$ cat src/include/cache_settings.svh
`ifndef CACHE_SETTINGS_SVH
`define CACHE_SETTINGS_SVH

// --------------------------------------------------------------------------
// line address fields
// --------------------------------------------------------------------------
`define X_LINE_BITS      6      // line column
`define Y_LINE_BITS      6      // line row
`define REF_BITS         4      // reference picture index

// --------------------------------------------------------------------------
// bank geometry
// --------------------------------------------------------------------------
`define SET_BITS         4      // 16 sets
`define WAY_BITS         2      // 4 ways
`define N_SETS           (1 << `SET_BITS)
`define N_WAYS           (1 << `WAY_BITS)

// axi side
`define LINE_BYTES_LOG2  6      // 64 byte lines
`define AXI_ADDR_BITS    32

`endif

$ cat src/source/cache_geom_pkg.sv
`default_nettype none
`include "cache_settings.svh"

package cache_geom_pkg;

   typedef logic [`SET_BITS-1:0] set_t;
   typedef logic [`REF_BITS+`Y_LINE_BITS+`X_LINE_BITS-`SET_BITS-1:0] tag_t;
   typedef logic [`AXI_ADDR_BITS-1:0] axi_addr_t;

   // image position of one cache line
   typedef struct packed {
      logic [`REF_BITS-1:0]    ref_idx;
      logic [`Y_LINE_BITS-1:0] y_line;
      logic [`X_LINE_BITS-1:0] x_line;    // column sits in the low bits
   } line_fields_t;

   // same word as the tag pipeline sees it
   typedef struct packed {
      tag_t tag;
      set_t set_idx;                      // low column bits
   } lookup_fields_t;

   typedef union packed {
      line_fields_t   line;
      lookup_fields_t lookup;
   } line_addr_u;

endpackage

`default_nettype wire

$ cat src/source/cache_lru_pkg.sv
`default_nettype none
`include "cache_settings.svh"

package cache_lru_pkg;

   typedef logic [`WAY_BITS-1:0] way_t;

   // 0 is most recent, 3 is oldest
   typedef logic [`WAY_BITS-1:0] age_t;

   // one entry per way, indexed by way
   typedef age_t [`N_WAYS-1:0] age_vec_t;
   typedef cache_geom_pkg::tag_t [`N_WAYS-1:0] tag_vec_t;
   typedef logic [`N_WAYS-1:0] valid_vec_t;

endpackage

`default_nettype wire

$ cat src/source/cache_ports_if.sv
`timescale 1ns/1ps
`default_nettype none

// --------------------------------------------------------------------------
// tag memory port
// --------------------------------------------------------------------------
interface tag_port_if;

   cache_geom_pkg::set_t      rd_set;
   cache_lru_pkg::tag_vec_t   rd_tags;
   cache_lru_pkg::valid_vec_t rd_valid;
   logic                      wr_en;      // miss only
   cache_geom_pkg::set_t      wr_set;
   cache_lru_pkg::way_t       wr_way;
   cache_geom_pkg::tag_t      wr_tag;

   modport mem (
      input  rd_set, wr_en, wr_set, wr_way, wr_tag,
      output rd_tags, rd_valid
   );
   modport addr (output rd_set);
   modport lookup (
      output wr_en, wr_set, wr_way, wr_tag,
      input  rd_tags, rd_valid
   );

endinterface

// --------------------------------------------------------------------------
// age memory port
// --------------------------------------------------------------------------
interface age_port_if;

   cache_geom_pkg::set_t    rd_set;
   cache_lru_pkg::age_vec_t rd_ages;
   logic                    wr_en;        // every hit or miss
   cache_geom_pkg::set_t    wr_set;
   cache_lru_pkg::age_vec_t wr_ages;

   modport mem (input rd_set, wr_en, wr_set, wr_ages, output rd_ages);
   modport addr (output rd_set);
   modport lookup (output wr_en, wr_set, wr_ages, input rd_ages);

endinterface

`default_nettype wire

$ cat src/source/age_memory.sv
`timescale 1ns/1ps
`default_nettype none
`include "cache_settings.svh"

module age_memory (
   input  wire       clk,
   input  wire       reset,
   age_port_if.mem   age_port
);

   cache_lru_pkg::age_vec_t ages [`N_SETS];

   always_ff @(posedge clk) begin
      if (reset) begin
         for (int s = 0; s < `N_SETS; s++) begin
            for (int w = 0; w < `N_WAYS; w++) begin
               ages[s][w] <= cache_lru_pkg::age_t'(w);   // way 3 oldest
            end
         end
      end else if (age_port.wr_en) begin
         ages[age_port.wr_set] <= age_port.wr_ages;      // whole vector
      end
   end

   // write first on a set match
   always_comb begin
      if (age_port.wr_en && (age_port.wr_set == age_port.rd_set)) begin
         age_port.rd_ages = age_port.wr_ages;
      end else begin
         age_port.rd_ages = ages[age_port.rd_set];
      end
   end

endmodule

`default_nettype wire

$ cat src/source/cache_bank_top.sv
`timescale 1ns/1ps
`default_nettype none
`include "cache_settings.svh"

module cache_bank_top (
   input  wire                        clk,
   input  wire                        reset,
   input  wire                        req_valid,
   input  wire [`REF_BITS-1:0]        req_ref_idx,
   input  wire [`X_LINE_BITS-1:0]     req_x,
   input  wire [`Y_LINE_BITS-1:0]     req_y,
   input  wire                        miss_fifo_full,
   input  wire                        hit_fifo_full,
   output logic                       req_ready,
   output logic                       hit_wr_en,
   output logic                       miss_wr_en,
   output cache_lru_pkg::way_t        result_way,
   output cache_geom_pkg::set_t       result_set,
   output cache_geom_pkg::axi_addr_t  ar_addr
);

   cache_geom_pkg::line_addr_u req_addr;
   cache_geom_pkg::line_addr_u s1_addr;
   logic                       s1_valid;
   logic                       advance;

   tag_port_if tag_port ();
   age_port_if age_port ();

   // image position packed into the line word
   assign req_addr.line = '{ref_idx: req_ref_idx, y_line: req_y, x_line: req_x};

   tag_read_stage i_tag_read_stage (
      .clk       (clk),
      .reset     (reset),
      .req_valid (req_valid),
      .req_addr  (req_addr),
      .advance   (advance),
      .req_ready (req_ready),
      .s1_valid  (s1_valid),
      .s1_addr   (s1_addr),
      .tag_port  (tag_port.addr),
      .age_port  (age_port.addr)
   );

   tag_compare_stage i_tag_compare_stage (
      .clk            (clk),
      .reset          (reset),
      .s1_valid       (s1_valid),
      .s1_addr        (s1_addr),
      .miss_fifo_full (miss_fifo_full),
      .hit_fifo_full  (hit_fifo_full),
      .advance        (advance),
      .hit_wr_en      (hit_wr_en),
      .miss_wr_en     (miss_wr_en),
      .result_way     (result_way),
      .result_set     (result_set),
      .ar_addr        (ar_addr),
      .tag_port       (tag_port.lookup),
      .age_port       (age_port.lookup)
   );

   tag_memory i_tag_memory (
      .clk      (clk),
      .reset    (reset),
      .tag_port (tag_port.mem)
   );

   age_memory i_age_memory (
      .clk      (clk),
      .reset    (reset),
      .age_port (age_port.mem)
   );

endmodule

`default_nettype wire

$ cat src/source/lru_age_update.sv
`timescale 1ns/1ps
`default_nettype none
`include "cache_settings.svh"

module lru_age_update (
   input  wire                           hit,
   input  wire cache_lru_pkg::way_t      hit_way,
   input  wire cache_lru_pkg::age_vec_t  ages,
   output cache_lru_pkg::age_vec_t       new_ages,
   output cache_lru_pkg::way_t           victim_way
);

   cache_lru_pkg::way_t used_way;
   cache_lru_pkg::age_t used_age;

   // oldest way is the replacement candidate
   always_comb begin
      victim_way = '0;
      for (int w = 0; w < `N_WAYS; w++) begin
         if (ages[w] == '1) begin
            victim_way = cache_lru_pkg::way_t'(w);
         end
      end
   end

   assign used_way = hit ? hit_way : victim_way;
   assign used_age = ages[used_way];

   // everything younger than the used way ages by one
   always_comb begin
      for (int w = 0; w < `N_WAYS; w++) begin
         if (cache_lru_pkg::way_t'(w) == used_way) begin
            new_ages[w] = '0;                   // now most recent
         end else if (ages[w] < used_age) begin
            new_ages[w] = ages[w] + 1'b1;
         end else begin
            new_ages[w] = ages[w];
         end
      end
   end

endmodule

`default_nettype wire

$ cat src/source/tag_compare_stage.sv
`timescale 1ns/1ps
`default_nettype none
`include "cache_settings.svh"

module tag_compare_stage (
   input  wire                              clk,
   input  wire                              reset,
   input  wire                              s1_valid,
   input  wire cache_geom_pkg::line_addr_u  s1_addr,
   input  wire                              miss_fifo_full,
   input  wire                              hit_fifo_full,
   output logic                             advance,
   output logic                             hit_wr_en,
   output logic                             miss_wr_en,
   output cache_lru_pkg::way_t              result_way,
   output cache_geom_pkg::set_t             result_set,
   output cache_geom_pkg::axi_addr_t        ar_addr,
   tag_port_if.lookup                       tag_port,
   age_port_if.lookup                       age_port
);

   logic                    hit;
   logic                    capture;
   cache_lru_pkg::way_t     hit_way;
   cache_lru_pkg::way_t     victim_way;
   cache_lru_pkg::age_vec_t new_ages;
   cache_geom_pkg::tag_t    result_tag;
   cache_lru_pkg::age_vec_t result_ages;

   assign advance = !miss_fifo_full && !hit_fifo_full;
   assign capture = s1_valid && advance;

   // --------------------------------------------------------------------------
   // tag compare over all ways
   // --------------------------------------------------------------------------
   always_comb begin
      hit     = 1'b0;
      hit_way = '0;
      for (int w = 0; w < `N_WAYS; w++) begin
         if (tag_port.rd_valid[w] && (tag_port.rd_tags[w] == s1_addr.lookup.tag)) begin
            hit     = 1'b1;
            hit_way = cache_lru_pkg::way_t'(w);
         end
      end
   end

   lru_age_update i_lru_age_update (
      .hit        (hit),
      .hit_way    (hit_way),
      .ages       (age_port.rd_ages),
      .new_ages   (new_ages),
      .victim_way (victim_way)
   );

   // --------------------------------------------------------------------------
   // stage 2 result
   // --------------------------------------------------------------------------
   always_ff @(posedge clk) begin
      if (reset) begin
         hit_wr_en  <= 1'b0;
         miss_wr_en <= 1'b0;
      end else begin
         hit_wr_en  <= capture && hit;          // one pulse per request
         miss_wr_en <= capture && !hit;
      end
   end

   always_ff @(posedge clk) begin
      if (capture) begin
         result_way  <= hit ? hit_way : victim_way;
         result_set  <= s1_addr.lookup.set_idx;
         result_tag  <= s1_addr.lookup.tag;
         result_ages <= new_ages;
         ar_addr     <= cache_geom_pkg::axi_addr_t'(s1_addr) << `LINE_BYTES_LOG2;
      end
   end

   // write back from the registered result, lands at the next edge
   assign tag_port.wr_en   = miss_wr_en;        // fill the victim way
   assign tag_port.wr_set  = result_set;
   assign tag_port.wr_way  = result_way;
   assign tag_port.wr_tag  = result_tag;

   assign age_port.wr_en   = hit_wr_en || miss_wr_en;
   assign age_port.wr_set  = result_set;
   assign age_port.wr_ages = result_ages;

endmodule

`default_nettype wire

$ cat src/source/tag_memory.sv
`timescale 1ns/1ps
`default_nettype none
`include "cache_settings.svh"

module tag_memory (
   input  wire       clk,
   input  wire       reset,
   tag_port_if.mem   tag_port
);

   cache_lru_pkg::tag_vec_t   tags  [`N_SETS];
   cache_lru_pkg::valid_vec_t valid [`N_SETS];

   // --------------------------------------------------------------------------
   // write side
   // --------------------------------------------------------------------------
   always_ff @(posedge clk) begin
      if (tag_port.wr_en) begin
         tags[tag_port.wr_set][tag_port.wr_way] <= tag_port.wr_tag;
      end
   end

   always_ff @(posedge clk) begin
      if (reset) begin
         for (int s = 0; s < `N_SETS; s++) begin
            valid[s] <= '0;                    // all ways empty
         end
      end else if (tag_port.wr_en) begin
         valid[tag_port.wr_set][tag_port.wr_way] <= 1'b1;
      end
   end

   // --------------------------------------------------------------------------
   // read side
   // --------------------------------------------------------------------------
   // a fill landing on the set being read shows up in the same cycle,
   // so a back-to-back request for the same line sees it as a hit
   always_comb begin
      tag_port.rd_tags  = tags[tag_port.rd_set];
      tag_port.rd_valid = valid[tag_port.rd_set];
      if (tag_port.wr_en && (tag_port.wr_set == tag_port.rd_set)) begin
         tag_port.rd_tags[tag_port.wr_way]  = tag_port.wr_tag;
         tag_port.rd_valid[tag_port.wr_way] = 1'b1;
      end
   end

endmodule

`default_nettype wire

$ cat src/source/tag_read_stage.sv
`timescale 1ns/1ps
`default_nettype none

module tag_read_stage (
   input  wire                              clk,
   input  wire                              reset,
   input  wire                              req_valid,
   input  wire cache_geom_pkg::line_addr_u  req_addr,
   input  wire                              advance,
   output logic                             req_ready,
   output logic                             s1_valid,
   output cache_geom_pkg::line_addr_u       s1_addr,
   tag_port_if.addr                         tag_port,
   age_port_if.addr                         age_port
);

   // free when empty or when stage 2 takes the current entry
   assign req_ready = !s1_valid || advance;

   always_ff @(posedge clk) begin
      if (reset) begin
         s1_valid <= 1'b0;
      end else if (req_ready) begin
         s1_valid <= req_valid;
      end
   end

   always_ff @(posedge clk) begin
      if (req_valid && req_ready) begin
         s1_addr <= req_addr;
      end
   end

   // --------------------------------------------------------------------------
   // both memories are read with the stage 1 set
   // --------------------------------------------------------------------------
   assign tag_port.rd_set = s1_addr.lookup.set_idx;
   assign age_port.rd_set = s1_addr.lookup.set_idx;

endmodule

`default_nettype wire

$ cat config.mk
export PLATFORM = sky130hd
export DESIGN_NAME = cache_bank_top
export DESIGN_NICKNAME = d
export VERILOG_FILES = /design/src/source/cache_geom_pkg.sv /design/src/source/cache_lru_pkg.sv /design/src/source/cache_ports_if.sv /design/src/source/age_memory.sv /design/src/source/cache_bank_top.sv /design/src/source/lru_age_update.sv /design/src/source/tag_compare_stage.sv /design/src/source/tag_memory.sv /design/src/source/tag_read_stage.sv
export VERILOG_INCLUDE_DIRS = /design/src /design/src/include
export SDC_FILE = /design/constraint.sdc
export NUM_CORES = 1
export LEC_CHECK = 0
export BUFFER_PORTS_ARGS = -buffer_cell sky130_fd_sc_hd__buf_2
export CAP_MARGIN = 25
export CORE_AREA = 2 2 374 376
export CTS_CLUSTER_DIAMETER = 30
export DETAILED_ROUTE_END_ITERATION = 6
export DIE_AREA = 0 0 376 378
export GPL_TIMING_DRIVEN = 0
export HOLD_SLACK_MARGIN = 0.05
export PLACE_DENSITY_LB_ADDON = 0.12
export RECOVER_POWER = 50
export SLEW_MARGIN = 40
export SYNTH_ARGS = -nofsm -noshare
export SYNTH_HDL_FRONTEND = slang
export SYNTH_SLANG_ARGS = --single-unit
$ cat constraint.sdc
create_clock -name clk -period 5.8 [get_ports clk]
set_input_delay 0.87 -clock clk [delete_from_list [all_inputs] [get_ports clk]]
set_output_delay 0.87 -clock clk [all_outputs]
set_load 0.03 [all_outputs]
* Word level (Yosys, flattened, before mapping)
Memory sizes are Yosys's and may differ from the RTL's. A register that Yosys moved wholly into a read port is not among the register bits.
Cells that the tools add are included.
** Word-level totals
- Register bits :: 61
- Memory bits (writable) :: 960
- Input bits :: 21
- Output and inout bits :: 41
- Word-level logic and storage cells :: 102
- Memories :: 3
** Operators by class
- Add/sub/neg operators :: 4
- $lt $le $gt $ge :: 7
- Eq/ne operators :: 11
- Mux-type cells :: 43
- Bitwise logic cells :: 1
- Reductions and logical operators :: 21
** Memory list
- i_tag_memory.tags :: words 16, width 48, read ports 1, clocked after memory_dff 1, wr ports 1, RTL line tag_memory.sv:11 : cache_lru_pkg::tag_vec_t tags [`N_SETS];
- i_age_memory.ages :: words 16, width 8, read ports 1, clocked after memory_dff 1, wr ports 16, RTL line age_memory.sv:11 : cache_lru_pkg::age_vec_t ages [`N_SETS];
- i_tag_memory.valid :: words 16, width 4, read ports 1, clocked after memory_dff 1, wr ports 16, RTL line tag_memory.sv:12 : cache_lru_pkg::valid_vec_t valid [`N_SETS];
** Operators with widths (number)
- two-way mux 48 bit :: 2
- bitwise mux 48 bit :: 1
- == test 12 bit :: 4
- two-way mux 4 bit :: 9
- demux 12 bit (select 2 bit) :: 1
- two-way mux 2 bit :: 10
- two-way mux 8 bit :: 2
- two-way mux 1 bit :: 15
- logical AND 1 bit :: 12
- two-way mux 12 bit :: 1
- adder 2 x 1 -> 2 bit, second input constant :: 4
- < comparator 2 bit :: 4
- OR reduction 8 bit :: 1
- == test 2 bit, second input constant :: 3
- < comparator 2 x 3 -> 1 bit, second input constant :: 2
- binary-select mux 2 bit (select 2 bit) :: 1
- == test 2 bit, first input constant :: 2
- == test 4 bit :: 1
- logical NOT 1 bit :: 4
- bitwise OR 4 bit :: 1
- OR reduction 4 bit :: 1
- demux 1 bit (select 2 bit) :: 1
- == test 1 x 2 -> 1 bit, first input constant :: 1
- >= comparator 2 x 1 -> 1 bit, second input constant :: 1
- other kinds (2) :: 3

* Logic depth before layout (Yosys ltp)
Gate-level depths: netlist of the first run.
- Depth after elaboration :: 17
- Mapped depth :: 24

* Modules after synthesis
Synthesis of the first run repeated with hierarchy kept, for this count alone.
** Second synthesis, totals
- Cells, all modules :: 2208
- Area, all modules :: 41212.0 um^2
** By module, submodules not included
- tag_memory :: instances 1, cells each 1555, area an instance 32013.2 um^2, sequential area each 24343.3 um^2
- age_memory :: instances 1, cells each 402, area an instance 6271.0 um^2, sequential area each 3843.7 um^2
- tag_compare_stage :: instances 1, cells each 165, area an instance 1905.6 um^2, sequential area each 820.8 um^2
- tag_read_stage :: instances 1, cells each 29, area an instance 595.6 um^2, sequential area each 500.5 um^2
- lru_age_update :: instances 1, cells each 57, area an instance 426.7 um^2, sequential area each 0.0 um^2

* Worst setup path after synthesis of the first run
No wires, ideal clock.
- Path kind :: register to register
- Start :: reg (tool-made name)
- End :: reg i_tag_compare_stage.result_ages, in the netlist i_tag_compare_stage.age_port.wr_ages[5], data pin
- Arrival time :: 5.852 ns
- Required time :: 5.544 ns
- Path slack :: -0.307 ns
- Stages on the path, launching flop included :: 23
- Buffers on the path :: 8
- Cells stage by stage :: dfxtp_1 buf_6 buf_6 buf_6 buf_6 buf_6 buf_4 buf_6 buf_1 mux4_2 mux4_2 mux2_2 ha_1 or2_2 and3_4 nor2_1 mux2_2 a21oi_1 ha_1 nor2_1 a41o_1 or3_1 o211a_1
** RTL lines
- end signal, assigned :: RTL line tag_compare_stage.sv:73 : result_ages <= new_ages;
- end, declared :: RTL line tag_compare_stage.sv:28 : cache_lru_pkg::age_vec_t result_ages;

==> Implementation_results.wiki, run 1 <==
{| class="wikitable"
! Metric !! Value
|-
| Die footprint || 142000 um^2
|-
| Synthesis Warnings || 0
|-
| Worst vdd ir || 0.280 mV
|-
| All-layer global routing usage || between 20% and 30%
|-
| Most used flip-flop cell after synthesis || edfxtp_1
|-
| Total wire length after detailed routing || 145000 um
|-
| CTS tree || done
|-
| Insertion delay to the later sink of the worst-skew pair || about 820 ps
|-
| Data required time at the worst endpoint || around 6400 ps
|-
| X dimension of the die || ~380 um
|-
| Clock-pin slew reported for the worst setup and hold paths after clock tree synthesis || around 50 ps
|-
| Actual slew at the worst max-slew pin || 1350 ps
|-
| Min Clock Period, post-route || about 5700 ps
|-
| Worst R2R Path Depth || 18
|-
| Power per cell area || 425 nW/um^2
|-
| Area taken by flip-flops and latches || roughly 30000 um^2
|-
| Worst flop-to-flop path endpoint || i_tag_compare_stage.age_port.wr_ages[5]$_SDFFCE_PN0P_
|-
| FILL cells || approximately 13000
|-
| Buffer depth of the longest clock path || 3
|-
| Multi-input logic area || 11200 um^2
|-
| DRC violations left || 0
|-
| Overflow left after global routing || 0
|-
| Placed cells || between 4000 and 5000
|-
| Final Slew Violations || 0
|-
| Critical Path Sink || i_tag_compare_stage.age_port.wr_ages[5]$_SDFFCE_PN0P_
|-
| Average routed wire per standard cell || between 30 and 40 um
|-
| Hold-fix buffers, CTS || 0
|-
| Boundary Pins || between 60 and 70
|-
| Via count of the first global-routing pass || around 25000
|-
| Part of the power in registers || approximately 35%
|-
| Arrival time of the worst setup path || between 6000 and 7000 ps
|-
| Final cell count without fillers || 4704
|-
| Final Hold Violating Endpoints || 0
|-
| Area of the core || approximately 140000 um^2
|-
| Largest net degree at the start of global routing || 19
|-
| Most area-hungry cell type in the Yosys netlist || edfxtp_1
|-
| Unique masters post-synth || 76
|-
| Min-delay worst type || primary input to register
|-
| Least setup slack across all paths after layout || roughly 86 ps
|-
| Flops & latches, synth || between 1000 and 1500
|-
| Fraction of power consumed by combinational cells || approximately 6.3%
|-
| Worst slew slack as a fraction of its limit || under 10%
|-
| Kind of end point of the critical path || register
|-
| H-Tree Depth || 4
|-
| Cell with the largest stage delay on the worst path || buf_2
|-
| Area growth syn-to-layout || 31.8%
|-
| IO buf count || 45
|-
| Antenna Nets Post-Route || 0
|-
| Final HPWL from detailed placement || 100000 um
|-
| Final-report setup violation count || 0
|-
| Number of instances in the synthesized netlist || 2249
|-
| WS Path Type || register to register
|-
| Upper clock frequency limit || between 150 and 200 MHz
|-
| Area share of the largest cell type after synthesis || 68.3%
|-
| Clock tree root driver cell || clkbuf_16
|-
| Outcome || finished, final reports clean
|-
| Die Y-Extent || between 300 and 400 um
|-
| Share of cells above drive strength 1 || 32.7%
|-
| Post-synthesis async set-or-reset flop share || 0%
|-
| Internal power summed over all cells || between 15 and 20 mW
|-
| Average cell area after synthesis || between 15 and 20 um^2
|-
| Most common cell after layout, fill and taps aside || edfxtp_1
|-
| Effective utilization at floorplan || 29.8%
|-
| 1st-iter DRT viols || ~2900
|-
| Commonest cells after routing, fill and taps aside || edfxtp_1, clkbuf_16, mux4_2
|-
| Highest cell delay on the worst timing path || roughly 610 ps
|-
| Startpoint type of the worst setup path || register
|-
| Final setup skew || ~40 ps
|-
| Top post-synthesis cells by area || edfxtp_1, mux4_2, dfxtp_1, mux2i_1, nor2_1
|-
| Number of enable flip-flop cells after synthesis || about 940
|-
| Maxcap violations || 0
|-
| Leakage component of the power || around 18 nW
|-
| Number of placement rows || approximately 140
|-
| Fraction of the yosys area taken by sequential cells || about 72%
|-
| Final RePlAce weighted congestion || about 0.88
|-
| Largest fanout on the critical path || 10
|-
| Syn Std Cell Area || 41200 um^2
|-
| Worst reg2reg setup slack || roughly 86 ps
|-
| Part of the cycle the worst path needs || 98.5%
|-
| Length of the first detailed-routing pass in iterations || 6
|-
| Psw || a little over 5 mW
|-
| DR vias || around 24000
|-
| Switching share of power || between 20 and 25%
|-
| Antenna violations before repair || 8
|-
| Hold path startpoint || req_ref_idx[2]
|-
| First-pass GRT wire length || 199000 um
|-
| Pre-CTS setup slack || -2460 ps
|-
| Post-detailed-route via-to-cell ratio || 5.12
|-
| Part of the power in the clock network || between 50% and 60%
|-
| Cell breakdown of the critical path || buf_2 > buf_2 > mux4_2 > mux2i_1 > mux2i_1 > xnor2_1 > nand2_1 > nor4_4 > o211ai_1 > and3_4 > nor2_4 > mux2_4 > a21oi_4 > ha_2 > nor2_1 > a41o_1 > or3_1 > o211a_1
|-
| Number of sinks driven by the clock tree || between 1000 and 1500
|-
| TritonCTS buffer count || 240
|-
| Count of nets after finishing || about 2700
|}
power groups by stage:
stage / sequential (mW) / clock (mW) / combinational (mW)
finish: 7.98 / 13.7 / 1.46
global route: 7.98 / 14.2 / 1.53
CTS: 7.98 / 13.8 / 1.48
detailed placement: 8.11 / 0 / 1.41
global placement: 8.15 / 0 / 1.35
floorplan: 8.11 / 0 / 0.802
per-layer routing:
| layer | vias to the layer above | wire length (um) | global-route usage, % |
|---|---|---|---|
| li1 | 9967 | - | - |
| met1 | 12900 | 62000 | 27.6 |
| met2 | 1013 | 68100 | 32.5 |
| met3 | 239 | 10500 | 4.84 |
| met4 | 2 | 4650 | 7.83 |
| met5 | - | 13 | 0 |
per-stage QoR:
stage               setup TNS, ps  instance area (um^2)  hold WS (ps)  power [mW]  utilization [%]
finish                          0                 54300           233        23.1             39.2
global route                -10.8                 54300           184        23.7             39.2
CTS                         -13.4                 55000           156        23.3             39.7
detailed placement         -20030                 46100           437        9.52             33.3
global placement           -20220                 43800           435        9.49             31.6
floorplan                       0                 41300           424        8.91                -
how the worst min path moves through the flow:
stage                                                            end  slack (ps)  cells after the start
CTS                           i_tag_read_stage.s1_addr[13]$_DFFE_PP_         160                      1
finish                        i_tag_read_stage.s1_addr[14]$_DFFE_PP_         230                      1
detailed placement  i_tag_compare_stage.tag_port.wr_tag[0]$_DFFE_PP_         440                      0
global route                  i_tag_read_stage.s1_addr[13]$_DFFE_PP_         180                      1
floorplan           i_tag_compare_stage.tag_port.wr_tag[0]$_DFFE_PP_         420                      0
global placement    i_tag_compare_stage.tag_port.wr_tag[0]$_DFFE_PP_         430                      0
sequential cells by signal, indices dropped and copies added (netlist names), named ones only:
signal / count
i_tag_compare_stage.age_port.wr_set: 3
i_tag_read_stage.s1_addr: 16
i_age_memory.ages: 128
i_tag_compare_stage.ar_addr: 1
i_tag_compare_stage.result_way: 2
i_tag_compare_stage.tag_port.wr_tag: 12
i_tag_compare_stage.age_port.wr_ages: 8
i_tag_compare_stage.hit_wr_en: 1
i_tag_read_stage.s1_valid: 1
i_tag_compare_stage.miss_wr_en: 1
i_tag_memory.tags: 768
i_tag_memory.valid: 64
worst max-delay path: cells and delay by family (launching register included):
kind                       cells  cell delay [ps]
AOI/OAI and AO/OA              4              930
xor gates and xnor gates       1              180
adders and majority gates      1              210
buffers and inverters          2             1070
DFF                            1              430
muxes                          4             1240
and+or+nand+nor                6             1390
synthesized netlist by cell type (all sizes together) (3+ instances only):
master	count
mux2i	95
nor4	14
ha	7
edfxtp	938
inv	19
dfxtp	71
nor3	13
nor4b	6
and3	10
a31oi	3
nand4	8
nand3	20
or3	70
a211oi	10
o211ai	9
xnor2	42
a22oi	17
o21ai	15
nor3b	5
buf	93
o2111ai	3
a22o	11
xor2	9
nor2b	16
a21oi	15
nand2b	5
mux4	240
or2	22
nor2	237
nand2	40
o22a	3
and2	71
mux2	17
a221oi	11
clkbuf	50
cell families (layout without fill, tap and decap cells):
family                   count (synthesis)  after routing  share of synthesized area [%]
AO/OA/AOI/OAI                          124            124                           2.28
XOR/XNOR                                51             51                           1.08
adder cells (fa/ha/maj)                  7              7                          0.212
buffers and inverters                  162            794                           2.19
flip-flops                            1009           1009                           71.7
multiplexers                           352            352                           15.9
other                                    1             17                        0.00909
AND/OR/NAND/NOR                        543            543                           6.59
repair_timing:
action                                  4_1_cts  5_1_grt
resized for setup                           102       25
setup buffers                                 8        8
pin swaps                                     2        2
endpoints found under the setup margin       10        6
cell type report:
cell class              instances  share of cell area, %
flip-flops and latches       1009                   54.5
multi-input cells            1093                   20.7
clock buffers                 287                   11.7
well taps                    1807                   4.16
clock inverters               168                   3.71
repair buffers                180                   3.04
plain buffers                 140                   2.15
inverters                      19                  0.136
diodes                          1                0.00461
(Power assumes the default switching activity.)
==> run 2, diff against run 1 <==
--- a/config.mk
+++ b/config.mk
@@ -9,6 +9,7 @@
 export BUFFER_PORTS_ARGS = -buffer_cell sky130_fd_sc_hd__buf_2
 export CAP_MARGIN = 25
 export CORE_AREA = 2 2 374 376
+export CTS_BUF_LIST = sky130_fd_sc_hd__clkbuf_4 sky130_fd_sc_hd__clkbuf_8 sky130_fd_sc_hd__clkbuf_16
 export CTS_CLUSTER_DIAMETER = 30
 export DETAILED_ROUTE_END_ITERATION = 6
 export DIE_AREA = 0 0 376 378
==> Implementation_results.wiki, run 2 (synthesized netlist as in run 1, its figures left out) <==
{| class="wikitable"
! Metric !! Value
|-
| Outcome || finished, final reports clean
|-
| Buffer depth of the longest clock path || 3
|-
| Clock tree root driver cell || clkbuf_16
|-
| Final HPWL from detailed placement || 100000 um
|-
| Antenna Nets Post-Route || 0
|-
| Min-delay worst type || primary input to register
|-
| Insertion delay to the later sink of the worst-skew pair || 820 ps
|-
| Placed cells || about 4200
|-
| Worst slew slack as a fraction of its limit || 15.5%
|-
| Psw || about 5.2 mW
|-
| Overflow left after global routing || 0
|-
| Power per cell area || approximately 430 nW/um^2
|-
| Min Clock Period, post-route || 5760 ps
|-
| X dimension of the die || 376 um
|-
| Boundary Pins || between 60 and 70
|-
| DRC violations left || 0
|-
| Area growth syn-to-layout || 32.1%
|-
| Area of the core || roughly 140000 um^2
|-
| TritonCTS buffer count || 240
|-
| Highest cell delay on the worst timing path || ~630 ps
|-
| Number of sinks driven by the clock tree || roughly 1000
|-
| Arrival time of the worst setup path || 6310 ps
|-
| Antenna violations before repair || 8
|-
| Count of nets after finishing || between 2000 and 3000
|-
| Final RePlAce weighted congestion || 0.879
|-
| Number of placement rows || about 140
|-
| WS Path Type || register to register
|-
| Worst vdd ir || 0.284 mV
|-
| Data required time at the worst endpoint || 6350 ps
|-
| Length of the first detailed-routing pass in iterations || 6
|-
| Maxcap violations || 0
|-
| Largest fanout on the critical path || 10
|-
| CTS tree || done
|-
| Final Hold Violating Endpoints || 0
|-
| Flip-flop count of the largest register after layout || around 770
|-
| Effective utilization at floorplan || about 30%
|-
| Average routed wire per standard cell || 30.9 um
|-
| Via count of the first global-routing pass || roughly 25000
|-
| Fraction of power consumed by combinational cells || between 6 and 7%
|-
| Final-report setup violation count || 0
|-
| Part of the cycle the worst path needs || about 99%
|-
| IO buf count || 45
|-
| Final instance area || approximately 54000 um^2
|-
| FILL cells || ~13000
|-
| Upper clock frequency limit || roughly 170 MHz
|-
| Post-detailed-route via-to-cell ratio || roughly 5.1
|-
| Die Y-Extent || around 380 um
|-
| Hold-fix buffers, CTS || 0
|-
| DR vias || around 24000
|-
| Internal power summed over all cells || 18.1 mW
|-
| Final cell count without fillers || 4704
|-
| Startpoint type of the worst setup path || register
|-
| Largest net degree at the start of global routing || 19
|-
| Cell breakdown of the critical path || buf_2 > buf_2 > mux4_2 > mux2i_1 > mux2i_1 > xnor2_1 > nand2_1 > nor4_4 > o211ai_1 > and3_4 > nor2_4 > mux2_4 > a21oi_4 > ha_2 > nor2_1 > a41o_1 > or3_1 > o211a_1
|-
| Commonest cells after routing, fill and taps aside || edfxtp_1, clkbuf_16, mux4_2
|-
| Final setup skew || ~43 ps
|-
| Most flop-heavy register || i_tag_memory.tags
|-
| Share of cells above drive strength 1 || between 30% and 40%
|-
| Multi-input logic area || between 10000 and 15000 um^2
|-
| First-pass GRT wire length || between 150000 and 200000 um
|-
| Part of the power in the clock network || between 50% and 60%
|-
| All-layer global routing usage || 20.6%
|-
| Area taken by flip-flops and latches || between 20000 and 30000 um^2
|-
| Switching share of power || between 20% and 30%
|-
| Most common cell after layout, fill and taps aside || edfxtp_1
|-
| Cell with the largest stage delay on the worst path || buf_2
|-
| Regs by FF count || i_tag_memory.tags: 768 flops, i_age_memory.ages: 128 flops, i_tag_memory.valid: 64 flops
|-
| Total wire length after detailed routing || between 100000 and 150000 um
|-
| Part of the power in registers || about 34%
|-
| Clock-pin slew reported for the worst setup and hold paths after clock tree synthesis || 50 ps
|-
| Final Slew Violations || 0
|-
| H-Tree Depth || 4
|-
| Total power after layout || ~23 mW
|-
| Actual slew at the worst max-slew pin || roughly 1300 ps
|-
| Leakage component of the power || 18.1 nW
|-
| Die footprint || between 100000 and 150000 um^2
|-
| Kind of end point of the critical path || register
|-
| Fin Hold WS || around 230 ps
|-
| Total negative setup slack || 0 ps
|-
| Instance area at placement || 46100 um^2
|-
| 1st-iter DRT viols || approximately 2700
|}
run 2: worst paths after layout:
check                                        start                                               endpoint  slack [ps]  cells after the start
max                                       register  i_tag_compare_stage.age_port.wr_ages[5]$_SDFFCE_PN0P_          40                     18
min                                 req_ref_idx[2]                 i_tag_read_stage.s1_addr[14]$_DFFE_PP_         230                      1
min reg2reg  i_tag_read_stage.s1_addr[9]$_DFFE_PP_       i_tag_compare_stage.tag_port.wr_tag[5]$_DFFE_PP_         440                      0
max reg2reg                               register  i_tag_compare_stage.age_port.wr_ages[5]$_SDFFCE_PN0P_          40                     18
run 2: area by class of cell:
type	count	area share [%]
sequential	1009	54.3
multi-input combinational	1093	20.6
clock buffer	287	11.9
tap	1807	4.15
clock inverter	168	3.70
timing repair buffer	180	3.01
buffer	140	2.14
inverter	19	0.136
antenna	1	0.00459
run 2: routing by layer:
metal / global-route usage, % / vias up / part of all wire [%]
li1: - / 9974 / -
met3: 4.93 / 246 / 7.5
met2: 32.5 / 1036 / 47
met4: 7.83 / 2 / 3.3
met5: 0 / - / 0.0089
met1: 27.5 / 12900 / 42
run 2: worst max-delay path: cells and delay by family, from the launching register on:
| kind | cells | cell delay (ps) |
|---|---|---|
| simple gates | 6 | 1390 |
| mux | 4 | 1250 |
| buf+inv | 2 | 1080 |
| compound gates | 4 | 940 |
| flops | 1 | 410 |
| fa+ha+maj | 1 | 210 |
| xor+xnor | 1 | 190 |
run 2: through the flow:
stage	setup slack, ps	util (%)
floorplan	59.7	-
global placement	-2460	31.6
detailed placement	-2460	33.3
CTS	-13.6	39.8
global route	-9.98	39.3
finish	39.3	39.3
run 2: power groups by stage:
stage / logic [mW] / registers (mW) / clock network, mW
after floorplan: 0.802 / 8.11 / 0
after global placement: 1.35 / 8.15 / 0
after detailed placement: 1.41 / 8.11 / 0
after CTS: 1.48 / 7.98 / 14.0
after global routing: 1.53 / 7.98 / 14.4
final: 1.46 / 7.98 / 13.8
run 2: repair_timing:
item,CTS,global route
gates resized for setup,102,25
setup buffers,8,8
pin swaps,2,2
setup endpoints to repair,10,6
==> run 3, diff against run 2 <==
--- a/config.mk
+++ b/config.mk
@@ -6,13 +6,14 @@
 export SDC_FILE = /design/constraint.sdc
 export NUM_CORES = 1
 export LEC_CHECK = 0
+export ABC_AREA = 1
 export BUFFER_PORTS_ARGS = -buffer_cell sky130_fd_sc_hd__buf_2
 export CAP_MARGIN = 25
-export CORE_AREA = 2 2 374 376
+export CORE_AREA = 2 2 382 384
 export CTS_BUF_LIST = sky130_fd_sc_hd__clkbuf_4 sky130_fd_sc_hd__clkbuf_8 sky130_fd_sc_hd__clkbuf_16
 export CTS_CLUSTER_DIAMETER = 30
 export DETAILED_ROUTE_END_ITERATION = 6
-export DIE_AREA = 0 0 376 378
+export DIE_AREA = 0 0 384 386
 export GPL_TIMING_DRIVEN = 0
 export HOLD_SLACK_MARGIN = 0.05
 export PLACE_DENSITY_LB_ADDON = 0.12
==> constraint.sdc (replaced) <==
create_clock -name clk -period 4.85 [get_ports clk]
set_input_delay 0.7275 -clock clk [delete_from_list [all_inputs] [get_ports clk]]
set_output_delay 0.7275 -clock clk [all_outputs]
set_load 0.03 [all_outputs]
==> Implementation_results.wiki, run 3 <==
{| class="wikitable"
! Metric !! Value
|-
| Outcome || complete, but fails checks
|-
| Violations in the final reports || DRC, capacitance limit, slew limit
|-
| Area taken by flip-flops and latches || 29600 um^2
|-
| FILL cells || ~14000
|-
| Number of placement rows || 140
|-
| Worst reg2reg setup slack || 210 ps
|-
| Length of the first detailed-routing pass in iterations || 7
|-
| Buffer depth of the longest clock path || 4
|-
| Leakage component of the power || between 20 and 25 nW
|-
| Synthesis Warnings || 0
|-
| Total negative setup slack || 0 ps
|-
| CTS tree || done
|-
| Post-detailed-route via-to-cell ratio || roughly 5.1
|-
| Largest fanout on the critical path || 16
|-
| X dimension of the die || about 380 um
|-
| Kind of end point of the critical path || output pin
|-
| Number of enable flip-flop cells after synthesis || approximately 940
|-
| Worst slew slack as a fraction of its limit || -7.05%
|-
| First-pass GRT wire length || between 200000 and 300000 um
|-
| Most common cell after layout, fill and taps aside || edfxtp_1
|-
| Combinational family with the most area after synthesis || simple AND/OR/NAND/NOR gates
|-
| Insertion delay to the later sink of the worst-skew pair || 870 ps
|-
| Final-report setup violation count || 0
|-
| Fraction of the mapped netlist area in compound gates || between 6 and 7%
|-
| Average routed wire per standard cell || 29.4 um
|-
| Final setup skew || ~66 ps
|-
| Largest net degree at the start of global routing || 22
|-
| Actual slew at the worst max-slew pin || 1600 ps
|-
| Number of sinks driven by the clock tree || between 1000 and 1500
|-
| Area share of the largest cell type after synthesis || 65.5%
|-
| Switching share of power || 24.6%
|-
| Unique masters post-synth || 35
|-
| Count of nets after finishing || around 4600
|-
| Most area-hungry cell type in the Yosys netlist || edfxtp_1
|-
| Top post-synthesis cells by area || edfxtp_1, nor2_1, nand2_1, nand3_1, o21ai_0
|-
| Number of instances in the synthesized netlist || 4077
|-
| TritonCTS buffer count || around 280
|-
| DRC violations left || 1
|-
| Total wire length after detailed routing || 197000 um
|-
| Average cell area after synthesis || about 11 um^2
|-
| Data required time at the worst endpoint || roughly 4100 ps
|-
| Worst vdd ir || around 0.27 mV
|-
| Psw || between 7 and 8 mW
|-
| Clock tree root driver cell || clkbuf_16
|-
| 1st-iter DRT viols || approximately 3700
|-
| Most used flip-flop cell after synthesis || edfxtp_1
|-
| Most flop-heavy register || i_tag_memory.tags
|-
| Final Slew Violations || 22
|-
| Total power after layout || ~31 mW
|-
| Layout Utilization || about two fifths
|-
| Regs by FF count || i_tag_memory.tags: 768 flops, i_age_memory.ages: 128 flops, i_tag_memory.valid: 64 flops
|-
| Area growth syn-to-layout || 34.4%
|-
| Post-synthesis async set-or-reset flop share || 0%
|-
| Part of the power in registers || between 30% and 40%
|-
| Boundary Pins || 62
|-
| Commonest cells after routing, fill and taps aside || edfxtp_1, nand2_1, nor2_1
|-
| Fraction of power consumed by combinational cells || a little under a tenth
|-
| Multi-input logic area || ~12000 um^2
|-
| Final Hold Violating Endpoints || 0
|-
| Flops & latches, synth || approximately 1000
|-
| Instance area at placement || around 48000 um^2
|-
| Overflow left after global routing || 0
|-
| Critical Path Sink || ar_addr[15]
|-
| Upper clock frequency limit || 210 MHz
|-
| Min-delay worst type || primary input to register
|-
| Internal power summed over all cells || between 20 and 25 mW
|-
| Arrival time of the worst setup path || 4040 ps
|-
| Leading cell type by number of instances after synthesis || edfxtp_1
|-
| H-Tree Depth || 5
|-
| Final instance area || a little under 60000 um^2
|-
| Final RePlAce weighted congestion || ~0.91
|-
| Die Y-Extent || 386 um
|-
| Antenna violations before repair || 8
|-
| Clock-pin slew reported for the worst setup and hold paths after clock tree synthesis || 50 ps
|-
| Final HPWL from detailed placement || roughly 140000 um
|-
| Xor-xnor portion of the synthesized cell area || less than 1%
|-
| Fraction of the yosys area taken by sequential cells || between 60 and 70%
|-
| Fin Hold WS || around 130 ps
|-
| Effective utilization at floorplan || 29.7%
|-
| Portion of netlist area occupied by mux cells || 0%
|-
| Area of the core || 145000 um^2
|-
| Antenna Nets Post-Route || 0
|-
| DR vias || 34300
|-
| Syn Std Cell Area || 43000 um^2
|-
| Min Clock Period, post-route || 4770 ps
|-
| Startpoint type of the worst setup path || register
|-
| Commonest cells post-synth || edfxtp_1, nor2_1, nand2_1, nand3_1, o21ai_0
|-
| All-layer global routing usage || 26.3%
|-
| Die footprint || 148000 um^2
|-
| IO buf count || 45
|-
| Power per cell area || approximately 530 nW/um^2
|-
| Maxcap violations || 1
|-
| Part of the power in the clock network || about three fifths
|-
| Part of the cycle the worst path needs || between 90% and 100%
|-
| WS Path Type || register to output pin
|-
| Flip-flop count of the largest register after layout || about 770
|-
| Via count of the first global-routing pass || between 30000 and 40000
|-
| Launching instance or port of the critical path || i_tag_compare_stage.tag_port.wr_tag[5]$_DFFE_PP_
|-
| Share of synthesized cell area in and, or, nand and nor gates || between 10% and 20%
|-
| Adder and majority gate portion of the synthesized area || less than 1%
|-
| Worst R2R Path Depth || 21
|-
| Share of cells above drive strength 1 || 18.5%
|-
| Worst flop-to-flop path endpoint || i_tag_compare_stage.age_port.wr_ages[1]$_SDFFCE_PN0P_
|}
## run 3: kinds of logic (layout without fill, tap and decap cells)
logic type,Yosys count,count (layout)
buf+inv,456,1130
fa+ha+maj,7,7
simple gates,2110,2110
xor+xnor,5,5
flops,1009,1009
other cells,1,21
compound gates,489,489
## run 3: worst min path at each step
stage	startpoint	to	slack, ps	cells after the start
5_1_grt	req_valid	i_tag_read_stage.s1_valid$_SDFFE_PP0N_	150	3
4_1_cts	req_valid	i_tag_read_stage.s1_valid$_SDFFE_PP0N_	140	3
3_5_place_dp	i_tag_memory.valid[11][3]$_DFF_P_	i_tag_memory.valid[11][3]$_DFF_P_	450	2
6_report	req_valid	i_tag_read_stage.s1_valid$_SDFFE_PP0N_	130	3
3_3_place_gp	i_tag_memory.valid[11][3]$_DFF_P_	i_tag_memory.valid[11][3]$_DFF_P_	440	2
2_1_floorplan	i_tag_memory.valid[0][0]$_DFF_P_	i_tag_memory.valid[0][0]$_DFF_P_	430	2
## run 3: timing repair
item	in CTS	in global routing
resized for setup	147	99
setup endpoints to repair	9	8
hold buffers	16	0
setup buffers	6	4
pin swaps	8	6
endpoints found under the hold margin	17	0
## run 3: worst max-delay path, cell delays in order, from the launching register on
cell      delay, ps
edfxtp_1        350
clkbuf_1        670
clkbuf_1        680
clkbuf_1        530
clkbuf_1        570
buf_2           360
## run 3: area by class of cell
type	count	share of cell area, %
clock inverter	137	2.63
inverter	209	1.36
antenna	5	0.0217
multi-input combinational	2627	20.8
tap	1917	4.15
timing repair buffer	195	3.42
sequential	1009	51.2
buffer	247	3.03
clock buffer	342	13.4
## run 3: metal layers
layer	vias up	track usage [%]	part of all wire, %
li1	15100	-	-
met1	17100	34.1	41
met2	1604	42.5	46
met3	489	4.66	7.1
met4	10	12.6	5.3
met5	-	0	0.038
## run 3: power groups by stage
stage                     logic (mW)  clock network, mW  registers (mW)
final                           2.94               18.1            9.58
after global placement          2.65                  0            9.78
after CTS                       2.86               18.2            9.58
after detailed placement        2.75                  0            9.72
after global routing            3.08               18.7            9.58
after floorplan                 1.39                  0            9.73
## run 3: per-stage QoR
stage	worst slack (ps)	std cells
finish	84.2	6688
global route	-6.01	6683
CTS	0.990	6679
detailed placement	-1930	6178
global placement	-1880	6054
floorplan	532	4092
